## src/hdl/i2c_defines.svh

```systemverilog
`ifndef I2C_DEFINES_SVH
`define I2C_DEFINES_SVH

//////////////////////////////////////////////////////////////////////
// bus timing
//////////////////////////////////////////////////////////////////////

// system clocks per quarter bit
`define I2C_QUARTER_CLKS 32

// quarter counter must hold I2C_QUARTER_CLKS-1
`define I2C_QCNT_W 5

//////////////////////////////////////////////////////////////////////
// datapath widths
//////////////////////////////////////////////////////////////////////

`define I2C_BYTE_W 8

// byte count per transfer, 0 acts as 1
`define I2C_LEN_W 5

`endif
```

## src/hdl/i2c_pkg.sv

```systemverilog
`include "i2c_defines.svh"

package i2c_pkg;

	// one register access
	typedef struct packed {
		logic                   rnw;
		logic [6:0]             dev_addr;
		logic [`I2C_BYTE_W-1:0] reg_addr;
		logic [`I2C_LEN_W-1:0]  length;
	} cmd_t;

	// address byte after start
	// read/write flag sits in the lsb
	typedef union packed {
		logic [`I2C_BYTE_W-1:0] raw;
		struct packed {
			logic [6:0] dev_addr;
			logic       rnw;
		} fields;
	} addr_byte_u;

	//////////////////////////////////////////////////////////////////////
	// bus symbols
	//////////////////////////////////////////////////////////////////////

	typedef enum logic [1:0] {
		SYM_START,
		SYM_STOP,
		SYM_BIT
	} bus_sym_e;

	// level is only looked at for SYM_BIT, 1 releases sda
	typedef struct packed {
		bus_sym_e sym;
		logic     level;
	} bit_req_t;

endpackage

```

## src/hdl/i2c_bit_engine.sv

```systemverilog
`include "i2c_defines.svh"

module i2c_bit_engine (
	input  logic              clk,
	input  logic              rst_n,
	input  i2c_pkg::bit_req_t bit_req,
	input  logic              req_valid,
	input  logic              sda_in,
	output logic              busy,
	output logic              sym_done,
	output logic              sample,
	output logic              scl,
	output logic              sda_low
);

	localparam logic [`I2C_QCNT_W-1:0] QUARTER_LAST = `I2C_QCNT_W'(`I2C_QUARTER_CLKS - 1);

	logic [`I2C_QCNT_W-1:0] qcnt;
	logic [1:0]             qidx;
	i2c_pkg::bit_req_t      req_q;
	logic                   accept;
	logic                   q_end;
	logic                   advance;
	i2c_pkg::bit_req_t      wave_req;
	logic [1:0]             wave_q;
	logic                   wave_scl;
	logic                   wave_sda;

	assign accept   = req_valid && !busy;
	assign q_end    = busy && (qcnt == QUARTER_LAST);
	assign sym_done = q_end && (qidx == 2'd3);
	assign advance  = q_end && (qidx != 2'd3);

	// levels for the quarter about to begin
	assign wave_req = accept ? bit_req : req_q;
	assign wave_q   = accept ? 2'd0 : qidx + 2'd1;

	always_comb begin
		case (wave_req.sym)
			// scl 1 1 0 0, sda 1 0 0 0
			i2c_pkg::SYM_START: begin
				wave_scl = !wave_q[1];
				wave_sda = (wave_q == 2'd0);
			end
			// scl 0 1 1 1, sda 0 0 1 1
			i2c_pkg::SYM_STOP: begin
				wave_scl = (wave_q != 2'd0);
				wave_sda = wave_q[1];
			end
			default: begin
				wave_scl = (wave_q == 2'd1) || (wave_q == 2'd2);
				wave_sda = wave_req.level;
			end
		endcase
	end

	always_ff @(posedge clk or negedge rst_n) begin
		if (!rst_n) begin
			busy    <= 1'b0;
			qcnt    <= '0;
			qidx    <= 2'd0;
			scl     <= 1'b1;
			sda_low <= 1'b0;
		end else begin
			if (accept) begin
				busy <= 1'b1;
				qcnt <= '0;
				qidx <= 2'd0;
			end else if (q_end) begin
				qcnt <= '0;
				qidx <= qidx + 2'd1;
				busy <= (qidx != 2'd3);
			end else if (busy) begin
				qcnt <= qcnt + 1'b1;
			end
			// lines hold between symbols
			if (accept || advance) begin
				scl     <= wave_scl;
				sda_low <= !wave_sda;
			end
		end
	end

	always_ff @(posedge clk) begin
		if (accept)
			req_q <= bit_req;
		// middle of the scl high phase
		if (q_end && (qidx == 2'd1))
			sample <= sda_in;
	end

endmodule

```

## config.mk

```make
export PLATFORM = sky130hd
export DESIGN_NAME = i2c_bit_engine
export DESIGN_NICKNAME = d
export VERILOG_FILES = /design/src/hdl/i2c_pkg.sv /design/src/hdl/i2c_bit_engine.sv
export VERILOG_INCLUDE_DIRS = /design/src /design/src/hdl
export SDC_FILE = /design/constraint.sdc
export NUM_CORES = 1
export LEC_CHECK = 0
export BUFFER_PORTS_ARGS = -buffer_cell sky130_fd_sc_hd__clkbuf_2
export CAP_MARGIN = 20
export CORE_MARGIN = 2
export CORE_UTILIZATION = 30
export DETAILED_ROUTE_END_ITERATION = 7
export GPL_TIMING_DRIVEN = 0
export HOLD_SLACK_MARGIN = 0.05
export PLACE_DENSITY_LB_ADDON = 0.1
export RECOVER_POWER = 50
export SLEW_MARGIN = 40
export SYNTH_ARGS = -nofsm -noshare
export SYNTH_HDL_FRONTEND = slang
export SYNTH_SLANG_ARGS = --single-unit
export TNS_END_PERCENT = 100
```

## constraint.sdc

```tcl
create_clock -name clk -period 2.1 [get_ports clk]
set_clock_uncertainty 0.1 [all_clocks]
set_input_delay 0.315 -clock clk [delete_from_list [all_inputs] [get_ports clk]]
set_output_delay 0.315 -clock clk [all_outputs]
set_load 0.01 [all_outputs]
```

==> impl_metrics.yaml, run 1 <==
run_status:
  outcome: "finished clean"
grt:
  grt_use_total_pct: 12.60
  grt_pass1_wl_um: 2435
  use_met3_pct: 6.215
  antenna_found_initial: 0
  busiest_layer: "met2"
  grtUsageMet2_pct: 18.11
  met1_usage_pct: 15.83
  grt_pass1_vias: 533
  grt_max_degree: 11
  overflow: 0
sta:
  post-route-period-util_pct: 93.56
  max_freq_mhz: 509.0
  max_slew_margin_pct: 62.67
  tightest_slew_ns: 0.5599
  setup_viol: 0
  hold_viol_final: 0
  slew_violations: 0
  setup_slack_ns: 0.1352
  period_minus_slack_ns: 1.965
  whs_ns: 0.1150
cts:
  cts_tree: "built"
  clockBufferDepth: 2
  cts_made_buffers: 3
  clkTransAtPathRegs_ns: 0.08
  root_buffer: "clkbuf_4"
  cts.sinks: 14
  h-tree-depth: 1
  insertion_delay_ns: 0.27
drt:
  drtPass1Iterations: 4
  drtIter0Drc: 4
  route.detailed.wl_per_inst_um: 12.11
  ant_nets: 0
  wl_um: 1465
  via_count: 580
  vias_per_cell: 4.793
  drc: 0
logic_synthesis:
  yosys_warnings: 0
  syn-cell-area_um2: 733.2
  postSynthCellCount: 72
  ys_seq_area_share_pct: 46.59
  post-synth-top-area-fraction_pct: 30.72
  synthTopCellsByArea: "dfrtp_1 31%, ha_1 8.5%, dfxtp_1 8.2%"
  ys_ff_latch: 14
  synth.largest_area_cell: "dfrtp_1"
  synth_cell_types: 25
  synth_nets: 84
  syn_avg_cell_area_um2: 10.18
critical_path:
  r2r_cells: 8
  required_ns: 1.68
  crit-reg2reg-capture: "scl$_DFFE_PN1P_"
  cp_max_fo: 7
  cp-end-kind: "output port"
  reg2reg_from: "qidx[1]$_DFFE_PN0P_"
  rrSetupSlack_ns: 0.16
  critPathArrivalTime_ns: 1.55
  critPathCapture: "sym_done"
  critPathKind: "reg2out"
  start_kind: "flip-flop"
  worstSetupStartpoint: "qcnt[1]$_DFFE_PN0P_"
place:
  hpwl_um: 1069
  dp_worst_setup_slack_ns: -0.08497
  placed_cell_area_um2: 823.3
  place_congestion: 0.7454
  dp_cells: 111
  io_buffers: 11
power_and_ir_drop:
  power.leakage_nw: 0.4290
  power.density_nw_per_um2: 1240
  total_power_w: 0.001148
  peakVddDrop_uv: 631.7
layout:
  fin_area_um2: 925.9
  layout-drive-gt1-share_pct: 27.96
  nNetsFinal: 106
  final_cells: 121
  diodes: 0
  fill_cells: 246
  area_growth_pct: 26.28
worst_hold_path:
  hold_class: "in2reg"
die:
  core_um2: 2255
  num_io_pins: 12
  die_w_um: 53.44
  die_h_um: 53.44
  start_util_pct: 32.52
  rows: 17
  dieArea_um2: 2855
job:
  cap_violations: 0
## cell type report
type                       count  area [um2]  area share (%)
buffer                         2       18.77           2.027
clock buffer                   4       26.28           2.838
inverter                       3       11.26           1.216
multi-input combinational     53       394.1           42.57
sequential                    14       341.6           36.89
tap                           28       35.03           3.784
timing repair buffer          17       98.84           10.68
## worst max-delay path: stages (launching register included)
cell and delay (ns):
dfrtp_1 0.41, ha_2 0.19, and3_4 0.19, ha_4 0.17, and3_1 0.19, clkbuf_2 0.12
## where the power goes
part	total (W)	internal [W]	switching, W
clock network	0.000158	0.0000736	0.0000844
logic	0.000509	0.000283	0.000226
registers	0.000481	0.000392	0.0000885
## logic make-up (layout without fill, tap and decap cells)
group,Yosys count,in the layout,share of synthesized area (%)
flip-flops,14,14,46.59
multiplexers,7,7,10.58
AND/OR/NAND/NOR,25,25,17.41
buffers and inverters,5,26,4.096
AO/OA/AOI/OAI,16,16,12.80
adder cells (fa/ha/maj),5,5,8.532
## worst min path at each step
stage / endpoint / slack, ns / depth (start not counted) / start
after CTS: sample$_DFFE_PP_ / 0.11 / 1 / sda_in
after detailed placement: qcnt[2]$_DFFE_PN0P_ / 0.1 / 1 / rst_n
after floorplan: busy$_DFFE_PN0P_ / -0.08 / 0 / rst_n
after global placement: qcnt[2]$_DFFE_PN0P_ / 0.10 / 1 / rst_n
final: sample$_DFFE_PP_ / 0.12 / 1 / sda_in
after global routing: sample$_DFFE_PP_ / 0.08 / 1 / sda_in
## state kept, by name, summed over array words and instances, names as in the netlist
register / cells
scl: 1
sample: 1
qcnt: 5
sda_low: 1
qidx: 2
req_q: 3
busy: 1
## placed cells by master (no fill, tap or decap), drive strengths merged
cell type     n
a22o          1
a31oi         2
and3          3
buf           7
clkbuf       15
dfrtp         9
dfstp         1
dfxtp         3
dlygate4sd3   1
edfxtp        1
ha            5
inv           3
mux2          3
mux2i         4
nand2         6
nand2b        3
nand3b        1
nand4         1
nor2          7
nor2b         2
o21ai        11
o22a          1
o311ai        1
or2b          2
## what timing repair did
| item | in CTS | in global routing |
|---|---|---|
| hold buffers | 1 | 0 |
| endpoints found under the setup margin | 2 | 3 |
| setup buffers | 1 | 4 |
| pin swaps | 0 | 1 |
| resized for setup | 2 | 4 |
| endpoints found under the hold margin | 10 | 0 |
## synth_stat cells (all sizes together)
cell type and n:
nor2b 2, nor2 7, o311ai 1, a22o 1
nand4 1, a31oi 2, and3 3, ha 5
o22a 1, dfrtp 9, dfstp 1, nand2b 3
buf 2, mux2i 4, inv 3, edfxtp 1
nand2 6, or2b 2, dfxtp 3, mux2 3
nand3b 1, o21ai 11
## routing by layer
layer / part of all wire (%) / wire length [um] / vias to the layer above
met5: 0 / 0 / -
met1: 47 / 688 / 271
met4: 1.2 / 17 / 0
li1: - / - / 295
met3: 7.4 / 109 / 2
met2: 44 / 648 / 12
## metrics by stage
stage          utilization [%]    TNS [ns]
2_1_floorplan                -           0
3_3_place_gp             36.52     -0.1098
3_5_place_dp             36.52    -0.08497
4_1_cts                  38.57           0
5_1_grt                  41.07  -0.0007778
6_report                 41.07           0
Power figures use the tool's default switching activity.
==> inputs of run 2 (changes only) <==
- ABC_CLOCK_PERIOD_IN_PS: default -> 2100
- GPL_TIMING_DRIVEN: 0 -> 1
- SKIP_CTS_REPAIR_TIMING: default -> 1
==> impl_metrics.yaml, run 2 (same netlist as run 1, synthesis figures left out) <==
grt:
  grt_use_total_pct: 11.90
  grt_pass1_wl_um: 2332
  overflow: 0
  grt_pass1_vias: 512
  antenna_found_initial: 0
  grt_max_degree: 12
drt:
  drtIter0Drc: 5
  drtPass1Iterations: 4
  via_count: 567
  drc: 0
  wl_um: 1353
  route.detailed.wl_per_inst_um: 11.28
  vias_per_cell: 4.725
  ant_nets: 0
sta:
  hold_viol_final: 0
  tightest_slew_ns: 0.5806
  post-route-period-util_pct: 96.26
  slew_violations: 0
  setup_viol: 0
  max_slew_margin_pct: 61.30
  fin_setup_tns_ns: 0
  period_minus_slack_ns: 2.021
  grt_setup_unrepaired: "true"
  max_freq_mhz: 494.7
die:
  die_h_um: 53.44
  rows: 17
  die_w_um: 53.44
  num_io_pins: 12
  dieArea_um2: 2855
  core_um2: 2255
  start_util_pct: 32.52
power_and_ir_drop:
  power.density_nw_per_um2: 1206
  peakVddDrop_uv: 497.8
  power.leakage_nw: 0.4267
  total_power_w: 0.001071
layout:
  area_growth_pct: 21.16
  fill_cells: 257
  mostFrequentLayoutCells: "11 x o21ai_0, 9 x dfrtp_1, 9 x clkbuf_2"
  max_flop_register: "qcnt"
  final_cells: 120
  largest_reg_flops: 5
  final_common_cell: "o21ai_0"
  layout-drive-gt1-share_pct: 26.09
  nNetsFinal: 105
  diodes: 0
  fin_area_um2: 888.4
  top_regs: "qcnt: 5 flops, req_q: 3 flops, qidx: 2 flops"
place:
  io_buffers: 11
  place_congestion: 0.6926
  placed_cell_area_um2: 834.6
  dp_cells: 113
  hpwl_um: 1050
critical_path:
  start_kind: "flip-flop"
  critPathArrivalTime_ns: 1.61
  critPathKind: "reg2out"
  required_ns: 1.68
  cp_max_fo: 4
  critical-path-top-delay-family: "flip-flops"
  worstPathCellList: "ha_2 -> and3_1 -> ha_2 -> and3_1 -> clkbuf_2"
  slowest_stage: "dfrtp_1"
  critPathMaxStageDelay_ns: 0.42
  cp-end-kind: "output port"
  crit_buf_inv: 1
run_status:
  outcome: "finished clean"
cts:
  cts.sinks: 14
  insertion_delay_ns: 0.28
  root_buffer: "clkbuf_4"
  h-tree-depth: 1
  cts_made_buffers: 3
  clkTransAtPathRegs_ns: 0.08
  cts_tree: "built"
  clockBufferDepth: 2
worst_hold_path:
  hold_class: "in2reg"
job:
  cap_violations: 0
## run 2: cell types whose count changed in the layout (fill, tap and decap cells not counted), sizes merged
cell	change
buf	-1
## run 2: worst paths after layout
check                                     from             endpoint  slack, ns  cells past startpoint
setup / recovery           qcnt[0]$_DFFE_PN0P_             sym_done       0.08                      5
hold / removal                          sda_in     sample$_DFFE_PP_       0.12                      1
setup reg to reg           qidx[0]$_DFFE_PN0P_      scl$_DFFE_PN1P_       0.17                      7
hold reg to reg               req_q[0]$_DFF_P_     req_q[0]$_DFF_P_       0.38                      1
max in group asynchronous                rst_n  qidx[0]$_DFFE_PN0P_       1.08                      2
min in group asynchronous                rst_n  qcnt[2]$_DFFE_PN0P_       0.44                      2
## run 2: worst register-to-register path: stages (launching register included)
cell     delay [ns]
dfrtp_1        0.41
ha_1           0.33
or2b_1         0.23
ha_1           0.19
nor2_1         0.09
mux2i_1        0.09
mux2_1         0.29
a31oi_1        0.14
## run 2: metal layers
layer | wire (um) | vias up | GRT usage, %
met1 | 695 | 255 | 15.15
li1 | - | 299 | -
met5 | 0 | - | 0
met2 | 548 | 11 | 17.28
met3 | 90 | 2 | 5.932
met4 | 17 | 0 | 3.846
## run 2: cell type report
class	instances	area (um2)	area share, %
multi-input combinational	53	366.6	41.27
sequential	14	341.6	38.45
clock buffer	4	26.28	2.958
tap	28	35.03	3.944
timing repair buffer	18	107.6	12.11
inverter	3	11.26	1.268
## run 2: per-stage QoR
stage	hold WS, ns	util, %	setup WS (ns)
after floorplan	-0.08059	-	0.2417
final	0.1215	39.40	0.07857
after global placement	0.1074	37.01	0.1509
after detailed placement	0.1030	37.01	0.1593
after global routing	0.09591	39.40	-0.007179
after CTS	-0.2038	38.18	-0.02235
## run 2: where the power goes
group	switching (W)	internal, W	total, W	leakage [nW]
logic	0.000200	0.000237	0.000437	0.262
clock network	0.0000833	0.0000736	0.000157	0.0150
registers	0.0000847	0.000392	0.000477	0.150
total	0.000368	0.000703	0.00107	0.427
