### src/hdl/i2c_defines.svh
`ifndef I2C_DEFINES_SVH
`define I2C_DEFINES_SVH

//////////////////////////////////////////////////////////////////////
// bus timing
//////////////////////////////////////////////////////////////////////

// system clocks per quarter bit
`define I2C_QUARTER_CLKS 32

// quarter counter must hold I2C_QUARTER_CLKS-1
`define I2C_QCNT_W 5

//////////////////////////////////////////////////////////////////////
// datapath widths
//////////////////////////////////////////////////////////////////////

`define I2C_BYTE_W 8

// byte count per transfer, 0 acts as 1
`define I2C_LEN_W 5

`endif
### src/hdl/i2c_byte_shifter.sv
`include "i2c_defines.svh"

module i2c_byte_shifter (
	input  logic                   clk,
	input  logic                   rst_n,
	input  logic                   load,
	input  logic [`I2C_BYTE_W-1:0] load_byte,
	input  logic                   shift,
	input  logic                   sample,
	output logic                   tx_bit,
	output logic [`I2C_BYTE_W-1:0] rx_byte
);

	logic [`I2C_BYTE_W-1:0] sh;

	// msb first in both directions
	always_ff @(posedge clk or negedge rst_n) begin
		if (!rst_n) begin
			sh <= '0;
		end else if (load) begin
			sh <= load_byte;
		end else if (shift) begin
			sh <= {sh[`I2C_BYTE_W-2:0], sample};
		end
	end

	assign tx_bit  = sh[`I2C_BYTE_W-1];
	assign rx_byte = sh;

endmodule

### config.mk
export PLATFORM = sky130hd
export DESIGN_NAME = i2c_byte_shifter
export DESIGN_NICKNAME = d
export VERILOG_FILES = /design/src/hdl/i2c_byte_shifter.sv
export VERILOG_INCLUDE_DIRS = /design/src /design/src/hdl
export SDC_FILE = /design/constraint.sdc
export NUM_CORES = 1
export LEC_CHECK = 0
export ABC_CLOCK_PERIOD_IN_PS = 950
export BUFFER_PORTS_ARGS = -buffer_cell sky130_fd_sc_hd__buf_2
export CAP_MARGIN = 15
export CORE_AREA = 2 2 39 41
export DETAILED_ROUTE_END_ITERATION = 12
export DIE_AREA = 0 0 41 43
export MAX_ROUTING_LAYER = met4
export PLACE_DENSITY = 0.66
export SETUP_SLACK_MARGIN = 0.05
export SLEW_MARGIN = 15
export SYNTH_ARGS = -nofsm -noshare
export SYNTH_HDL_FRONTEND = slang
export SYNTH_SLANG_ARGS = --single-unit
### constraint.sdc
create_clock -name clk -period 0.95 [get_ports clk]
set_input_delay 0.095 -clock clk [delete_from_list [all_inputs] [get_ports clk]]
set_output_delay 0.095 -clock clk [all_outputs]
set_load 0.1 [all_outputs]
==> flow_summary.yaml, run 1 <==
outcome:
  status: "complete, but fails checks"
  violations: "negative setup slack"
sta:
  clock_skew_ns: 0.00371
  worstMarginPinSlew_ns: 0.251
  final_max_slew_viol_count: 0
  timing.hold.ws_ns: 0.0509
  fin_ws_ns: -0.0821
  layout_worst_path_cycle_share_pct: 109
  rsz0062_at_grt: "yes"
  setup_viol: 10
  slew_headroom_pct: 83.3
  fin_crit_ns: 1.03
  hold_violations: 0
  fmax_mhz: 969
logic_synthesis:
  synthesis.area_sq_um: 380
  synth_area_leaders: "dfrtp_1 53%, mux2i_1 21%, o21ai_1 11%, nand2_1 7.9%, buf_6 5.9%"
  yosys.area.top_type: "dfrtp_1"
  seq_area_frac_synth_pct: 52.6
  syn-num-nets: 48
  avgSynthCellArea_sq_um: 10.9
  synth_cells: 35
  yosys.cell_types.count: 6
  synth_seq_cells: 8
  synth_top_cell_area_share_pct: 52.6
  yosysWarnings: 0
global_route:
  grt_pass1_vias: 343
  grt_pass1_wl_microns: 1520
  grt_max_degree: 17
  gr-total-overflow: 0
  antenna_found_initial: 0
  grt_use_total_pct: 13.6
setup_path:
  max_stage_delay_ns: 0.50
  cp-end-kind: "output port"
  path_max_fanout: 3
  cp-start-kind: "flop"
  cp.required_ns: 0.85
  crit_chain: "buf_12"
  slowest_stage: "dfrtp_4"
  path_class: "reg -> out"
  path_buf_inv: 1
  crit_family: "flip-flops"
  worstPathArrival_ns: 0.94
clocking:
  clk_latency_ns: 0.25
  cts_root_buffer: "clkbuf_4"
  cts_tree: "yes"
  cts_max_level: 1
  clkSinkCount: 8
  cts_buffers: 3
  clockBufferDepth: 2
  clk_pin_slew_ns: 0.06
flow_run:
  cap_violations: 0
finish:
  post-route-util_pct: 54.3
  largest_reg_flops: 8
  multi_input_area_sq_um: 150
  syn2layout_area_growth_pct: 97.7
  fillCellCount: 116
  seqCellArea_sq_um: 230
  final_area_sq_um: 752
  nets: 79
  drive_above_1_share_pct: 60.9
  antennaDiodeCount: 0
placed_design:
  gp_congestion: 0.656
  numPortBuffers: 21
  place_ws_ns: 0.0967
  dpl_cell_area_sq_um: 641
die:
  ios: 22
  die_area_sq_um: 1760
  start_util_pct: 27.5
  rows: 14
  core_sq_um: 1380
  fp.dieW_microns: 41
  dieHeight_microns: 43
power_and_ir_drop:
  power_density_nw_per_um2: 1790
  irDropWorstVdd_uv: 794
  p_leak_uw: 0.000353
routing:
  num_vias: 352
  wl_microns: 891
  routed_via_density: 4.40
  ant_nets: 0
  drc_errors: 0
  wl_per_cell_microns: 11.1
  dr.pass1.iters: 1
  drtIter0Drc: 0
worst_hold_path:
  min_path_type: "in -> reg"
per-layer routing:
layer,track usage [%],part of all wire (%),vias to the layer above
met5,-,0,-
met4,10.0,1.1,0
met3,3.14,8.2,2
met2,19.1,51,15
met1,16.3,40,157
li1,-,-,178
cells by family after synthesis:
kind of cell / count (synthesis) / share of synthesized area [%]
compound gates: 8 / 10.5
mux: 8 / 21.1
flops: 8 / 52.6
simple gates: 8 / 7.90
buf+inv: 3 / 7.90
path summary, 6_finish.rpt:
kind                                              from                endpoint  slack (ns)  depth (start not counted)
worst max-delay path            rx_byte[7]$_DFFE_PN0P_                  tx_bit       -0.08                          1
worst min-delay path                      load_byte[0]  rx_byte[0]$_DFFE_PN0P_        0.05                          3
worst max register to register  rx_byte[1]$_DFFE_PN0P_  rx_byte[2]$_DFFE_PN0P_       -0.02                          3
worst min register to register  rx_byte[7]$_DFFE_PN0P_  rx_byte[7]$_DFFE_PN0P_        0.66                          2
max in group asynchronous                        rst_n  rx_byte[1]$_DFFE_PN0P_        0.53                          2
min in group asynchronous                        rst_n  rx_byte[7]$_DFFE_PN0P_        0.22                          2
report_power, final:
group          total (uW)  leakage, uW  internal [uW]  switching, uW
Clock                 265    0.0000138            145            120
Sequential            446    0.0000883            399           47.1
Combinational         635     0.000251            259            377
cell usage in the layout, fill, tap and decap left out:
| cell type | netlist | layout |
|---|---|---|
| dlygate4sd3_1 | 0 | 1 |
| buf_12 | 0 | 9 |
| buf_2 | 0 | 12 |
| clkbuf_4 | 0 | 3 |
| dfrtp_4 | 0 | 8 |
| nand2_1 | 8 | 8 |
| buf_6 | 2 | 7 |
| mux2i_1 | 8 | 8 |
| o21ai_1 | 8 | 8 |
cells in the mapped netlist:
| cell | count |
|---|---|
| dfrtp_1 | 8 |
| buf_6 | 2 |
| o21ai_1 | 8 |
| buf_4 | 1 |
| mux2i_1 | 8 |
| nand2_1 | 8 |
worst register-to-register path, stage by stage (launching register included):
cell and delay [ns]:
dfrtp_4 0.50, buf_6 0.12, mux2i_1 0.15, o21ai_1 0.09
through the flow:
step / total power [uW] / TNS, ns / instances
5_1_grt: 1410 / -1.12 / 80
6_report: 1350 / -0.633 / 80
4_1_cts: 1340 / -0.736 / 80
3_3_place_gp: 1020 / 0 / 69
3_5_place_dp: 1020 / 0 / 69
2_1_floorplan: 808 / -0.0531 / 35
final cells by class:
type | instances | area share, %
Clock buffer | 3 | 3.00
Multi-Input combinational cell | 24 | 20.0
Timing Repair Buffer | 29 | 43.8
Sequential cell | 8 | 30.6
Tap cell | 16 | 2.66
timing repair:
| action | 4_1_cts | 5_1_grt |
|---|---|---|
| hold buffers | 1 | 0 |
| pin swaps | 0 | 5 |
| hold endpoints to repair | 8 | 0 |
| gates resized for setup | 0 | 7 |
| buffers inserted | 7 | 0 |
| setup endpoints to repair | 9 | 17 |
Power figures use the tool's default switching activity.
==> inputs of run 2 (changes only) <==
PLACE_DENSITY = 0.55   (was 0.66)
==> flow_summary.yaml, run 2 (synthesis results as in run 1) <==
finish:
  antennaDiodeCount: 0
  syn2layout_area_growth_pct: 97.7
  post-route-util_pct: 54.3
  seqCellArea_sq_um: 230
  drive_above_1_share_pct: 60.9
  layout_commonest_cell: "buf_2"
  multi_input_area_sq_um: 150
  largest_reg_flops: 8
  nets: 79
  fillCellCount: 124
  final_cell_mix: "12 x buf_2, 9 x buf_12"
routing:
  routed_via_density: 4.35
  drc_errors: 0
  wl_microns: 855
  drtIter0Drc: 0
  dr.pass1.iters: 1
  ant_nets: 0
  wl_per_cell_microns: 10.7
  num_vias: 348
power_and_ir_drop:
  power_density_nw_per_um2: 1780
  power_uw: 1330
  irDropWorstVdd_uv: 936
  p_leak_uw: 0.000353
flow_run:
  cap_violations: 0
worst_hold_path:
  min_path_type: "in -> reg"
sta:
  hold_violations: 0
  clock_skew_ns: 0.000743
  layout_worst_path_cycle_share_pct: 108
  final_max_slew_viol_count: 0
  fin_ws_ns: -0.0733
  slew_headroom_pct: 82.8
  fin_crit_ns: 1.02
  fmax_mhz: 977
  worstMarginPinSlew_ns: 0.258
  setup_viol: 10
  rsz0062_at_grt: "yes"
setup_path:
  cp-start-kind: "flop"
  path_buf_inv: 1
  path_class: "reg -> out"
  path_max_fanout: 3
  slowest_stage: "dfrtp_4"
  crit_family: "flip-flops"
  cp.required_ns: 0.85
  crit_chain: "buf_12"
  max_stage_delay_ns: 0.50
  cp-end-kind: "output port"
  worstPathArrival_ns: 0.93
placed_design:
  numPortBuffers: 21
  gp_congestion: 0.595
die:
  core_sq_um: 1380
  fp.dieW_microns: 41
  die_area_sq_um: 1760
  dieHeight_microns: 43
  ios: 22
  rows: 14
  start_util_pct: 27.5
clocking:
  clockBufferDepth: 2
  clk_latency_ns: 0.25
  cts_max_level: 1
  cts_buffers: 3
  cts_tree: "yes"
  clkSinkCount: 8
  cts_root_buffer: "clkbuf_4"
  clk_pin_slew_ns: 0.05
outcome:
  violations: "negative setup slack"
  status: "complete, but fails checks"
global_route:
  use_met3_pct: 4.71
  grt_max_degree: 17
  grt_pass1_vias: 343
  gr-total-overflow: 0
  grt.busiest_layer: "met2"
  use_met2_pct: 16.9
  antenna_found_initial: 0
  grt_pass1_wl_microns: 1320
  grt_use_total_pct: 12.1
  globalRouteMet1Util_pct: 12.9
## run 2: per-layer routing
| layer | routed length (microns) | vias up |
|---|---|---|
| met5 | 0 | - |
| met4 | 0 | 0 |
| met3 | 68 | 0 |
| met2 | 394 | 15 |
| met1 | 391 | 155 |
| li1 | - | 178 |
## run 2: metrics by stage
| step | area [sq um] | setup WS [ns] | hold slack [ns] | std cells | TNS [ns] |
|---|---|---|---|---|---|
| 2_1_floorplan | 418 | -0.00774 | -0.201 | 35 | -0.0531 |
| 3_3_place_gp | 641 | 0.120 | -0.0507 | 69 | 0 |
| 3_5_place_dp | 641 | 0.0975 | -0.0520 | 69 | 0 |
| 4_1_cts | 726 | -0.0918 | 0.0426 | 80 | -0.694 |
| 5_1_grt | 752 | -0.0956 | 0.0584 | 80 | -0.920 |
| 6_report | 752 | -0.0733 | 0.0547 | 80 | -0.564 |
## run 2: final cells by class
class / instances / share of cell area [%]
well taps: 16 / 2.66
flip-flops and latches: 8 / 30.6
clock buffers: 3 / 3.00
multi-input cells: 24 / 20.0
repair buffers: 29 / 43.8
## run 2: final timing paths
path                                             start                endpoint  slack (ns)  depth (start not counted)
min in group asynchronous                        rst_n  rx_byte[4]$_DFFE_PN0P_        0.21                          2
worst max-delay path            rx_byte[7]$_DFFE_PN0P_              rx_byte[7]       -0.07                          1
max in group asynchronous                        rst_n  rx_byte[7]$_DFFE_PN0P_        0.55                          2
worst min-delay path                      load_byte[4]  rx_byte[4]$_DFFE_PN0P_        0.05                          3
worst min register to register  rx_byte[7]$_DFFE_PN0P_  rx_byte[7]$_DFFE_PN0P_        0.68                          2
worst max register to register  rx_byte[0]$_DFFE_PN0P_  rx_byte[1]$_DFFE_PN0P_           0                          3
## run 2: what timing repair did
| action | CTS | global route |
|---|---|---|
| hold buffers | 1 | 0 |
| endpoints found under the setup margin | 9 | 17 |
| buffers inserted | 7 | 0 |
| hold endpoints to repair | 8 | 0 |
| gates cloned | 0 | 0 |
| pin swaps | 0 | 4 |
| resized for setup | 0 | 7 |
## run 2: power by group
part           leakage [uW]  switching, uW  internal, uW
clock             0.0000138            109           144
combinational      0.000251            377           259
sequential        0.0000883           47.1           399
total              0.000353            533           802
==> inputs of run 3 (changes only) <==
RECOVER_POWER = 100   (was default)
==> flow_summary.yaml, run 3 (synthesis results as in run 1) <==
outcome:
  status: "complete, but fails checks"
  violations: "negative setup slack"
setup_path:
  slowest_stage: "dfrtp_4"
  path_class: "reg -> out"
  endpoint: "rx_byte[7]"
  crit_chain: "buf_12"
  cp.required_ns: 0.85
  path_buf_inv: 1
  worstPathArrival_ns: 0.93
  r2r-end: "rx_byte[1]$_DFFE_PN0P_"
  path_max_fanout: 3
  cp-start-kind: "flop"
  crit_family: "flip-flops"
  cp-end-kind: "output port"
  r2r_slack_ns: 0
  rr_startpoint: "rx_byte[0]$_DFFE_PN0P_"
  max_stage_delay_ns: 0.50
  r2r_cells: 3
  cp_num_cells: 1
  critPathLaunch: "rx_byte[7]$_DFFE_PN0P_"
power_and_ir_drop:
  comb_power_share_pct: 47.6
  p_sw_uw: 533
  irDropWorstVdd_uv: 935
  intPower_uw: 801
  p_leak_uw: 0.000350
  clkPwrFrac_pct: 19.0
  swShare_pct: 39.9
  power_uw: 1330
  power_density_nw_per_um2: 1780
  p_seq_share_pct: 33.4
global_route:
  gr-total-overflow: 0
  antenna_found_initial: 0
  grt_pass1_wl_microns: 1320
  grt_max_degree: 17
  grt_use_total_pct: 12.1
  grt_pass1_vias: 343
finish:
  multi_input_area_sq_um: 150
  nets: 79
  fillCellCount: 124
  drive_above_1_share_pct: 59.4
  syn2layout_area_growth_pct: 97.4
  antennaDiodeCount: 0
  final_cell_mix: "11 x buf_2, 9 x buf_12"
  largest_reg_flops: 8
  seqCellArea_sq_um: 230
  layout_commonest_cell: "buf_2"
routing:
  num_vias: 348
  ant_nets: 0
  drc_errors: 0
  wl_microns: 853
  wl_per_cell_microns: 10.7
  dr.pass1.iters: 1
  routed_via_density: 4.35
  drtIter0Drc: 0
sta:
  fmax_mhz: 977
  layout_worst_path_cycle_share_pct: 108
  fin_crit_ns: 1.02
  worstMarginPinSlew_ns: 0.423
  setup_viol: 10
  hold_violations: 0
  clock_skew_ns: 0.000743
  rsz0062_at_grt: "yes"
  final_max_slew_viol_count: 0
  fin_setup_tns_ns: -0.564
  fin_ws_ns: -0.0733
  slew_headroom_pct: 71.8
clocking:
  clk_pin_slew_ns: 0.05
  clockBufferDepth: 2
  cts_buffers: 3
  clk_latency_ns: 0.25
  cts_root_buffer: "clkbuf_4"
  cts_max_level: 1
  cts_tree: "yes"
  clkSinkCount: 8
die:
  dieHeight_microns: 43
  start_util_pct: 27.5
  ios: 22
  core_sq_um: 1380
  die_area_sq_um: 1760
  fp.dieW_microns: 41
  rows: 14
placed_design:
  numPortBuffers: 21
  gp_congestion: 0.595
worst_hold_path:
  worstHoldStart: "load_byte[4]"
  min_path_type: "in -> reg"
flow_run:
  cap_violations: 0
-- run 3: worst min path at each step --
| stage | end | depth (start not counted) |
|---|---|---|
| final | rx_byte[4]$_DFFE_PN0P_ | 3 |
| after global routing | rx_byte[2]$_DFFE_PN0P_ | 3 |
| after CTS | rx_byte[0]$_DFFE_PN0P_ | 3 |
| after detailed placement | rx_byte[4]$_DFFE_PN0P_ | 1 |
| after global placement | rx_byte[4]$_DFFE_PN0P_ | 1 |
| after floorplan | rx_byte[0]$_DFFE_PN0P_ | 0 |
-- run 3: through the flow --
stage	area (sq um)	setup slack (ns)	util, %	hold WS (ns)	cells
after floorplan	418	-0.00774	-	-0.201	35
after global placement	641	0.120	46.3	-0.0507	69
after detailed placement	641	0.0975	46.3	-0.0520	69
after CTS	726	-0.0918	52.4	0.0426	80
after global routing	751	-0.0956	54.2	0.0584	80
final	751	-0.0733	54.2	0.0547	80
-- run 3: power by group through the flow --
stage	Sequential [uW]	Clock, uW	Combinational [uW]
after floorplan	692	0	116
after global placement	455	0	563
after detailed placement	456	0	565
after CTS	441	275	621
after global routing	450	283	658
final	446	253	635
-- run 3: cell type report --
class	count	area share, %
Clock buffer	3	3.00
Multi-Input combinational cell	24	20.0
Sequential cell	8	30.7
Tap cell	16	2.67
Timing Repair Buffer	29	43.7
-- run 3: per-layer routing --
| layer | share of wire, % | GRT usage [%] | vias up | routed length [microns] |
|---|---|---|---|---|
| li1 | - | - | 178 | - |
| met1 | 46 | 12.9 | 155 | 389 |
| met2 | 46 | 16.9 | 15 | 395 |
| met3 | 8.0 | 4.71 | 0 | 68 |
| met4 | 0 | 10.0 | 0 | 0 |
| met5 | 0 | - | - | 0 |
-- run 3: what timing repair did --
action / CTS / global route
endpoints found under the setup margin: 9 / 17
endpoints found under the hold margin: 8 / 0
gates resized for setup: 0 / 7
pin swaps: 0 / 4
hold buffers: 1 / 0
buffers inserted: 7 / 0
