--- src/hdl/i2c_defines.svh ---
`ifndef I2C_DEFINES_SVH
`define I2C_DEFINES_SVH

//////////////////////////////////////////////////////////////////////
// bus timing
//////////////////////////////////////////////////////////////////////

// system clocks per quarter bit
`define I2C_QUARTER_CLKS 32

// quarter counter must hold I2C_QUARTER_CLKS-1
`define I2C_QCNT_W 5

//////////////////////////////////////////////////////////////////////
// datapath widths
//////////////////////////////////////////////////////////////////////

`define I2C_BYTE_W 8

// byte count per transfer, 0 acts as 1
`define I2C_LEN_W 5

`endif
--- src/hdl/i2c_pkg.sv ---
`include "i2c_defines.svh"

package i2c_pkg;

	// one register access
	typedef struct packed {
		logic                   rnw;
		logic [6:0]             dev_addr;
		logic [`I2C_BYTE_W-1:0] reg_addr;
		logic [`I2C_LEN_W-1:0]  length;
	} cmd_t;

	// address byte after start
	// read/write flag sits in the lsb
	typedef union packed {
		logic [`I2C_BYTE_W-1:0] raw;
		struct packed {
			logic [6:0] dev_addr;
			logic       rnw;
		} fields;
	} addr_byte_u;

	//////////////////////////////////////////////////////////////////////
	// bus symbols
	//////////////////////////////////////////////////////////////////////

	typedef enum logic [1:0] {
		SYM_START,
		SYM_STOP,
		SYM_BIT
	} bus_sym_e;

	// level is only looked at for SYM_BIT, 1 releases sda
	typedef struct packed {
		bus_sym_e sym;
		logic     level;
	} bit_req_t;

endpackage

--- src/hdl/i2c_sequencer.sv ---
`include "i2c_defines.svh"

module i2c_sequencer (
	input  logic                   clk,
	input  logic                   rst_n,
	input  i2c_pkg::cmd_t          cmd,
	input  logic                   cmd_valid,
	input  logic [`I2C_BYTE_W-1:0] wr_data,
	input  logic                   wr_valid,
	input  logic                   sym_done,
	input  logic [`I2C_BYTE_W-1:0] rx_byte,
	input  logic                   tx_bit,
	output logic                   wr_credit,
	output logic [`I2C_BYTE_W-1:0] rd_data,
	output logic                   rd_valid,
	output logic                   done,
	output i2c_pkg::bit_req_t      bit_req,
	output logic                   req_valid,
	output logic                   load,
	output logic [`I2C_BYTE_W-1:0] load_byte,
	output logic                   shift
);

	typedef enum logic [3:0] {
		ST_IDLE,
		ST_START,
		ST_ADDR,
		ST_ACK_ADDR,
		ST_REG,
		ST_ACK_REG,
		ST_WLOAD,
		ST_WDATA,
		ST_ACK_WDATA,
		ST_RSTART,
		ST_RADDR,
		ST_ACK_RADDR,
		ST_RDATA,
		ST_MACK,
		ST_STOP
	} state_e;

	state_e                 state;
	i2c_pkg::cmd_t          cmd_q;
	i2c_pkg::addr_byte_u    addr_byte;
	logic [`I2C_BYTE_W-1:0] buf_data;
	logic                   buf_full;
	logic                   pend;
	logic [2:0]             bit_cnt;
	logic [`I2C_LEN_W-1:0]  byte_cnt;
	logic [`I2C_LEN_W-1:0]  credit_cnt;
	logic [`I2C_LEN_W-1:0]  len_eff;
	logic                   accept;
	logic                   in_byte;
	logic                   byte_end;
	logic                   last_byte;
	logic                   data_due;
	logic                   wload;

	assign len_eff   = (cmd.length == '0) ? `I2C_LEN_W'(1) : cmd.length;
	assign accept    = cmd_valid && (state == ST_IDLE);
	assign in_byte   = state inside {ST_ADDR, ST_REG, ST_WDATA, ST_RADDR, ST_RDATA};
	assign byte_end  = sym_done && in_byte && (bit_cnt == 3'd7);
	assign last_byte = (byte_cnt == `I2C_LEN_W'(1));

	// next write byte wanted in the shifter
	assign data_due = (state == ST_WLOAD) ||
		(sym_done && !cmd_q.rnw && (state == ST_ACK_REG)) ||
		(sym_done && (state == ST_ACK_WDATA) && !last_byte);
	assign wload = data_due && buf_full;

	assign shift     = sym_done && in_byte;
	assign load      = wload || (sym_done && (state inside {ST_START, ST_RSTART, ST_ACK_ADDR}));
	assign req_valid = !pend && !(state inside {ST_IDLE, ST_WLOAD});
	assign rd_data   = rx_byte;

	// second address byte carries the read flag
	always_comb begin
		addr_byte.fields.dev_addr = cmd_q.dev_addr;
		addr_byte.fields.rnw      = (state == ST_RSTART);
	end

	always_comb begin
		case (state)
			ST_START, ST_RSTART: load_byte = addr_byte.raw;
			ST_ACK_ADDR:         load_byte = cmd_q.reg_addr;
			default:             load_byte = buf_data;
		endcase
	end

	always_comb begin
		bit_req.sym   = i2c_pkg::SYM_BIT;
		bit_req.level = 1'b1;
		case (state)
			ST_START, ST_RSTART: bit_req.sym = i2c_pkg::SYM_START;
			ST_STOP: begin
				bit_req.sym   = i2c_pkg::SYM_STOP;
				bit_req.level = 1'b0;
			end
			ST_ADDR, ST_REG, ST_WDATA, ST_RADDR: bit_req.level = tx_bit;
			// nack on the final byte
			ST_MACK: bit_req.level = last_byte;
			default: ;
		endcase
	end

	//////////////////////////////////////////////////////////////////////
	// transfer fsm
	//////////////////////////////////////////////////////////////////////

	always_ff @(posedge clk or negedge rst_n) begin
		if (!rst_n) begin
			state      <= ST_IDLE;
			pend       <= 1'b0;
			bit_cnt    <= 3'd0;
			byte_cnt   <= '0;
			credit_cnt <= '0;
			buf_full   <= 1'b0;
			wr_credit  <= 1'b0;
			rd_valid   <= 1'b0;
			done       <= 1'b0;
		end else begin
			wr_credit <= 1'b0;
			rd_valid  <= 1'b0;
			done      <= 1'b0;
			if (req_valid)
				pend <= 1'b1;
			else if (sym_done)
				pend <= 1'b0;
			// wraps to 0 after the eighth bit
			if (shift)
				bit_cnt <= bit_cnt + 3'd1;
			if (wload)
				buf_full <= 1'b0;
			if (wr_valid)
				buf_full <= 1'b1;
			if (wload && (credit_cnt != '0)) begin
				wr_credit  <= 1'b1;
				credit_cnt <= credit_cnt - 1'b1;
			end
			case (state)
				ST_IDLE: if (accept) begin
					state      <= ST_START;
					byte_cnt   <= len_eff;
					credit_cnt <= cmd.rnw ? '0 : len_eff - 1'b1;
					wr_credit  <= !cmd.rnw;
				end
				ST_START:    if (sym_done) state <= ST_ADDR;
				ST_ADDR:     if (byte_end) state <= ST_ACK_ADDR;
				ST_ACK_ADDR: if (sym_done) state <= ST_REG;
				ST_REG:      if (byte_end) state <= ST_ACK_REG;
				ST_ACK_REG: if (sym_done) begin
					if (cmd_q.rnw)
						state <= ST_RSTART;
					else
						state <= buf_full ? ST_WDATA : ST_WLOAD;
				end
				// scl stays low here until the host delivers
				ST_WLOAD: if (buf_full) state <= ST_WDATA;
				ST_WDATA: if (byte_end) state <= ST_ACK_WDATA;
				ST_ACK_WDATA: if (sym_done) begin
					if (last_byte) begin
						state <= ST_STOP;
					end else begin
						byte_cnt <= byte_cnt - 1'b1;
						state    <= buf_full ? ST_WDATA : ST_WLOAD;
					end
				end
				ST_RSTART:    if (sym_done) state <= ST_RADDR;
				ST_RADDR:     if (byte_end) state <= ST_ACK_RADDR;
				ST_ACK_RADDR: if (sym_done) state <= ST_RDATA;
				ST_RDATA: if (byte_end) begin
					rd_valid <= 1'b1;
					state    <= ST_MACK;
				end
				ST_MACK: if (sym_done) begin
					if (last_byte) begin
						state <= ST_STOP;
					end else begin
						byte_cnt <= byte_cnt - 1'b1;
						state    <= ST_RDATA;
					end
				end
				ST_STOP: if (sym_done) begin
					done  <= 1'b1;
					state <= ST_IDLE;
				end
				default: state <= ST_IDLE;
			endcase
		end
	end

	always_ff @(posedge clk) begin
		if (accept)
			cmd_q <= cmd;
		if (wr_valid)
			buf_data <= wr_data;
	end

endmodule

--- config.mk ---
export PLATFORM = sky130hd
export DESIGN_NAME = i2c_sequencer
export DESIGN_NICKNAME = d
export VERILOG_FILES = /design/src/hdl/i2c_pkg.sv /design/src/hdl/i2c_sequencer.sv
export VERILOG_INCLUDE_DIRS = /design/src /design/src/hdl
export SDC_FILE = /design/constraint.sdc
export NUM_CORES = 1
export LEC_CHECK = 0
export ABC_AREA = 1
export BUFFER_PORTS_ARGS = -buffer_cell sky130_fd_sc_hd__buf_2
export CAP_MARGIN = 40
export CORE_MARGIN = 8
export CORE_UTILIZATION = 47
export DETAILED_ROUTE_END_ITERATION = 10
export MAX_ROUTING_LAYER = met4
export PLACE_DENSITY = 0.72
export SLEW_MARGIN = 20
export SYNTH_ARGS = -nofsm -noshare
export SYNTH_HDL_FRONTEND = slang
export SYNTH_SLANG_ARGS = --single-unit
--- constraint.sdc ---
create_clock -name clk -period 2.55 [get_ports clk]
set_input_delay 0.255 -clock clk [delete_from_list [all_inputs] [get_ports clk]]
set_output_delay 0.255 -clock clk [all_outputs]
set_load 0.005 [all_outputs]
==> out/metrics.cfg, run 1 <==
[final_layout]
multi_input_comb_area_mm2=0.001107
num_antenna_cells=0
layout.cells.most_common=nand2_1
top_library_cells_by_usage_in_the_layout_fill_and_taps_aside=78 x nand2_1, 51 x buf_2, 32 x inv_1, 24 x edfxtp_1, 22 x dfrtp_1
area_delta_synth_final_pct=13.99
final-seq-area_mm2=0.001271
fill_cells=528
instances_no_fill=425
final_layout_size_suffix_gt1_frac=0.2805
layout.nets=401

[floorplanning]
floorplan.initialDensity=0.4819
ios=68
die-height_um=90.91
design.core.area_mm2=0.005473
row_count=27
area_of_the_die_mm2=0.008265
die_width_um=90.91

[power]
internal-power_mw=1.737
ir_worst_vdd_uv=441.7
total_power_of_the_final_layout_mw=3.110
power.density_mw_per_mm2=1034
sw_frac_of_total=0.4414
share_seq_of_total_power=0.373
power.share.combinational=0.477
clockPowerShare=0.150
power.switching_mw=1.373
p_leak_nw=1.466

[logic_synthesis]
synth-warning-count=0
yosys-top-cells-area=edfxtp_1 27%, dfrtp_1 21%, nand2_1 11%
yosysTopAreaCell=edfxtp_1
synthDominantCellAreaShare=0.2732
postSynthAreaPerCell_um2=8.705
yosys_register_bits=46
post_synth_inst_count=303
net_count_synth=352
syn_area_mm2=0.002638
synth.yosys.seq_area_share=0.4820
synth.distinct_cells=36

[timing]
tcrit_tclk_final=0.8831
fin_skew_ps=16.42
timing_hold_violations_final=0
clock_period_minus_worst_slack_ps=2252
max_clock_freq_ghz=0.4440
setup-tns-final_ps=0
worst_slew_margin_rel=0.6249
slew_at_the_pin_with_the_worst_max_slew_slack_ps=560.5
grt_setup_unrepaired=false
setup_viol_count_final=0
finalMaxSlewViolations=0

[critical_path]
timing_worst_setup_path_type=register to output pin
nature_of_the_critical_path_endpoint=output pin
worstReg2RegEnd=credit_cnt[1]
reg2regPathDepth=11
reg2reg_launch_point=byte_cnt[1]
register_to_register_path_setup_slack_ps=840
critPathMaxStageDelay_ps=390
required_ps=2300
start_kind=register
cp_cell_sequence=inv_1 -> ha_1 -> inv_1 -> nor2_1 -> nand2_1 -> nand3_1 -> nand3_2 -> nand2_1 -> o21ai_0 -> buf_2
cp.arrival_ps=2000
critPathSlowestCell=dfrtp_1
worst-path-max-fanout=7

[grt]
global_route_wire_length_before_repair_um=9942
grt-ovfl-total=0
grt_start_max_net_pins=23
global_router_s_overall_resource_usage=0.1514
grt_antenna_before_repair=0
first_global_vias=2216

[hold_path]
min_path_cells=1
min-delay-start=cmd[18]
min_delay_worst_endpoint=addr_byte[6]
worstHoldPathType=input pin to register

[status]
status=finished, final reports clean

[place]
hpwl_um=4553
dp_cells=416
buffer_ports.inserted=51
gp_congestion=0.8811

[clocking]
cts_resized=0
tritoncts=built
h-tree-depth=2
cts.hold.buffers_added=1
cts.root.buffer_cell=clkbuf_8
cts_num_sinks=46
numCtsBuffers=5
postCtsSetupBuffers=0
clkSlewWorstSetupHoldPaths_ps=90
clkLatencyLatePin_ps=310
cts_max_path_buffers=2

[detailed_routing]
residual_drc=0
routed_wirelength_um=5825
final_antenna_net_count=0
dr_total_vias=2163
route.detailed.wl_per_inst_um=13.71
first_iter_violations=112
tritonroute_pass_1_iters=4
via_per_inst=5.089

[job]
max_cap_viol_count=0

## worst max-delay path: cells and delay by family (launching register included)
family | cells | cell delay (ps)
AOI/OAI and AO/OA | 1 | 130
adders and majority gates | 1 | 160
buffers and inverters | 3 | 320
DFF | 1 | 390
and+or+nand+nor | 5 | 700
## power by group through the flow
stage	logic (mW)	clock network [mW]	registers [mW]
after global routing	1.70	0.504	1.18
after floorplan	1.11	0	1.12
after CTS	1.50	0.475	1.16
final	1.48	0.467	1.16
after detailed placement	1.48	0	1.17
after global placement	1.46	0	1.16
## per-stage QoR
stage               setup slack [ps]  utilization  hold slack (ps)  cell area, um2
global route                   73.27       0.5494            100.5            3007
CTS                            285.2       0.5494            111.5            3007
detailed placement             690.9       0.5306            261.0            2904
global placement               694.7       0.5306            256.0            2904
floorplan                      921.3            -           -40.59            2638
finish                         298.0       0.5494            122.1            3007
## sequential cells by signal (all words and copies together), names as in the netlist, 3 cells and up
register / cells
bit_cnt: 3
credit_cnt: 5
addr_byte: 7
state: 4
byte_cnt: 5
buf_data: 8
cmd_q: 9
## how the worst max path moves through the flow
stage / from / to / slack (ps) / cells past startpoint
6_report: byte_cnt[1] / load / 300 / 10
5_1_grt: state[2] / load / 70 / 8
4_1_cts: state[3] / load / 290 / 8
3_5_place_dp: byte_cnt[1] / load / 690 / 10
3_3_place_gp: state[3] / load / 690 / 8
2_1_floorplan: state[2] / credit_cnt[1] / 920 / 9
## metal layers
metal / vias up / wire (um) / GRT usage
met1: 1024 / 2481 / 0.1684
met2: 44 / 3046 / 0.2607
met3: 9 / 202 / 0.03076
met4: 0 / 95 / 0.05866
li1: 1086 / - / -
met5: - / 0 / -
## area by class of cell
type,count,area share
inverter,45,0.05743
tap,72,0.02996
multi-input combinational,201,0.3683
clock inverter,3,0.007907
sequential,46,0.4228
clock buffer,5,0.02289
timing repair buffer,53,0.09072
## logic make-up (layout without fill, tap and decap cells)
family                   Yosys count  in the layout  synth area share
AND/OR/NAND/NOR                  157            157            0.2946
buffers and inverters             56            106           0.09820
flip-flops                        46             46            0.4820
AO/OA/AOI/OAI                     33             33           0.08017
adder cells (fa/ha/maj)            6              6           0.02846
XOR/XNOR                           5              5           0.01661
## cells in the mapped netlist (all sizes together)
library cell,n
a21oi,5
a31oi,1
buf,11
clkinv,1
dfrtp,22
edfxtp,24
ha,6
inv,44
nand2,91
nand3,24
nand3b,1
nand4,13
nor2,26
nor3b,1
o211ai,4
o21ai,18
o21bai,1
o22ai,3
o31ai,1
or2,1
xnor2,2
xor2,3
No activity file was read; power rests on OpenSTA's default activity.
==> run 2: changes to the inputs <==
--- a/config.mk
+++ b/config.mk
@@ -13,7 +13,7 @@
 export CORE_UTILIZATION = 47
 export DETAILED_ROUTE_END_ITERATION = 10
 export MAX_ROUTING_LAYER = met4
-export PLACE_DENSITY = 0.72
+export PLACE_DENSITY = 0.7
 export SLEW_MARGIN = 20
 export SYNTH_ARGS = -nofsm -noshare
 export SYNTH_HDL_FRONTEND = slang
==> run 2 against run 1 <==
Effect of this change:
- routed wire length down 2.0%
- non-clock buffer count unchanged
- combinational power about the same
- largest power group unchanged
==> out/metrics.cfg, run 2 (same netlist as run 1, synthesis figures left out) <==
[detailed_routing]
dr_total_vias=2122
final_antenna_net_count=0
routed_wirelength_um=5711
first_iter_violations=154
via_per_inst=4.993
route.detailed.wl_per_inst_um=13.44
tritonroute_pass_1_iters=4
residual_drc=0

[final_layout]
largest_register=cmd_q
layout.cells.most_common=nand2_1
finished_cell_area_mm2=0.003004
layout.nets=401
area_delta_synth_final_pct=13.90
final_core_util=0.5489
largest_reg_flops=9
final_layout_size_suffix_gt1_frac=0.2805
num_antenna_cells=0
top_library_cells_by_usage_in_the_layout_fill_and_taps_aside=78 x nand2_1, 51 x buf_2, 32 x inv_1, 24 x edfxtp_1, 22 x dfrtp_1

[place]
placedInstanceArea_mm2=0.002904
hpwl_um=4487
buffer_ports.inserted=51
placement.setup.worst_slack_ps=653.6
gp_congestion=0.8442

[power]
ir_worst_vdd_uv=449.2
p_leak_nw=1.470
power.density_mw_per_mm2=1022

[timing]
setup-tns-final_ps=0
post-route-worst-setup-slack_ps=280.8
finalMaxSlewViolations=0
max_clock_freq_ghz=0.4407
slew_at_the_pin_with_the_worst_max_slew_slack_ps=542.2
worst_slew_margin_rel=0.6372
fin_skew_ps=6.996
tcrit_tclk_final=0.8899
setup_viol_count_final=0
grt_setup_unrepaired=false
timing_hold_violations_final=0
clock_period_minus_worst_slack_ps=2269

[floorplanning]
design.core.area_mm2=0.005473
ios=68
area_of_the_die_mm2=0.008265
die-height_um=90.91
row_count=27
floorplan.initialDensity=0.4819
die_width_um=90.91

[critical_path]
worstReg2RegEnd=credit_cnt[1]
required_ps=2300
register_to_register_path_setup_slack_ps=820
timing_worst_setup_path_type=register to output pin
launch_point_of_the_worst_path=byte_cnt[1]
setup.worst_path.end=load
cp_cell_sequence=inv_1 -> ha_1 -> inv_1 -> nor2_1 -> nand2_1 -> nand3_1 -> nand3_2 -> nand2_1 -> o21ai_0 -> buf_2
worst-path-max-fanout=7
reg2regPathDepth=11
critPathSlowestCell=dfrtp_1
nature_of_the_critical_path_endpoint=output pin
start_kind=register
reg2reg_launch_point=byte_cnt[1]
cp.arrival_ps=2010
critPathMaxStageDelay_ps=390

[job]
max_cap_viol_count=0

[clocking]
numCtsBuffers=5
cts_resized=0
clkSlewWorstSetupHoldPaths_ps=90
clkLatencyLatePin_ps=300
postCtsSetupBuffers=0
cts.root.buffer_cell=clkbuf_8
h-tree-depth=2
tritoncts=built
cts_num_sinks=46
cts_max_path_buffers=2

[hold_path]
worstHoldPathType=input pin to register

[grt]
grt_antenna_before_repair=0
first_global_vias=2104
global_route_wire_length_before_repair_um=9825
grt-ovfl-total=0
grt_start_max_net_pins=23
global_router_s_overall_resource_usage=0.1492

[status]
status=finished, final reports clean

-- run 2: cell type report --
type                    instances  area [um2]
multi-input cells             201        1107
fillers                       521        2469
repair buffers                 53       272.8
clock buffers                   5       68.82
well taps                      72       90.09
inverters                      45       172.7
clock inverters                 3       21.27
flip-flops and latches         46        1271
-- run 2: per-stage QoR --
step	power, mW	hold slack, ps	instances
2_1_floorplan	2.234	-40.59	303
3_3_place_gp	2.629	260.9	416
3_5_place_dp	2.653	271.8	416
4_1_cts	3.104	121.4	425
5_1_grt	3.357	110.6	425
6_report	3.072	127.5	425
-- run 2: worst min path at each step --
stage / start / endpoint / cells after the start
after floorplan: rst_n / bit_cnt[0] / 0
after global placement: rst_n / byte_cnt[1] / 1
after detailed placement: rst_n / byte_cnt[0] / 1
after CTS: wr_data[1] / buf_data[1] / 1
after global routing: wr_data[1] / buf_data[1] / 1
final: wr_data[1] / buf_data[1] / 1
-- run 2: report_power, final --
group | switching (mW) | internal [mW]
Sequential | 0.165 | 0.999
Clock | 0.250 | 0.193
Combinational | 0.925 | 0.540
-- run 2: per-layer routing --
layer / up-vias / track usage / share of wire
li1: 1086 / - / -
met4: 0 / 0.05048 / 0.016
met2: 52 / 0.2454 / 0.52
met3: 8 / 0.02909 / 0.043
met1: 976 / 0.1789 / 0.42
met5: - / - / 0
-- run 2: worst max-delay path, delay by kind of cell, from the launching register on --
| kind | cells | cell delay [ps] |
|---|---|---|
| flops | 1 | 390 |
| fa+ha+maj | 1 | 170 |
| buf+inv | 3 | 310 |
| compound gates | 1 | 130 |
| simple gates | 5 | 720 |
-- run 2: what timing repair did --
| action | CTS | global route |
|---|---|---|
| setup endpoints to repair | 0 | 0 |
| hold buffers | 1 | 0 |
| endpoints found under the hold margin | 22 | 0 |
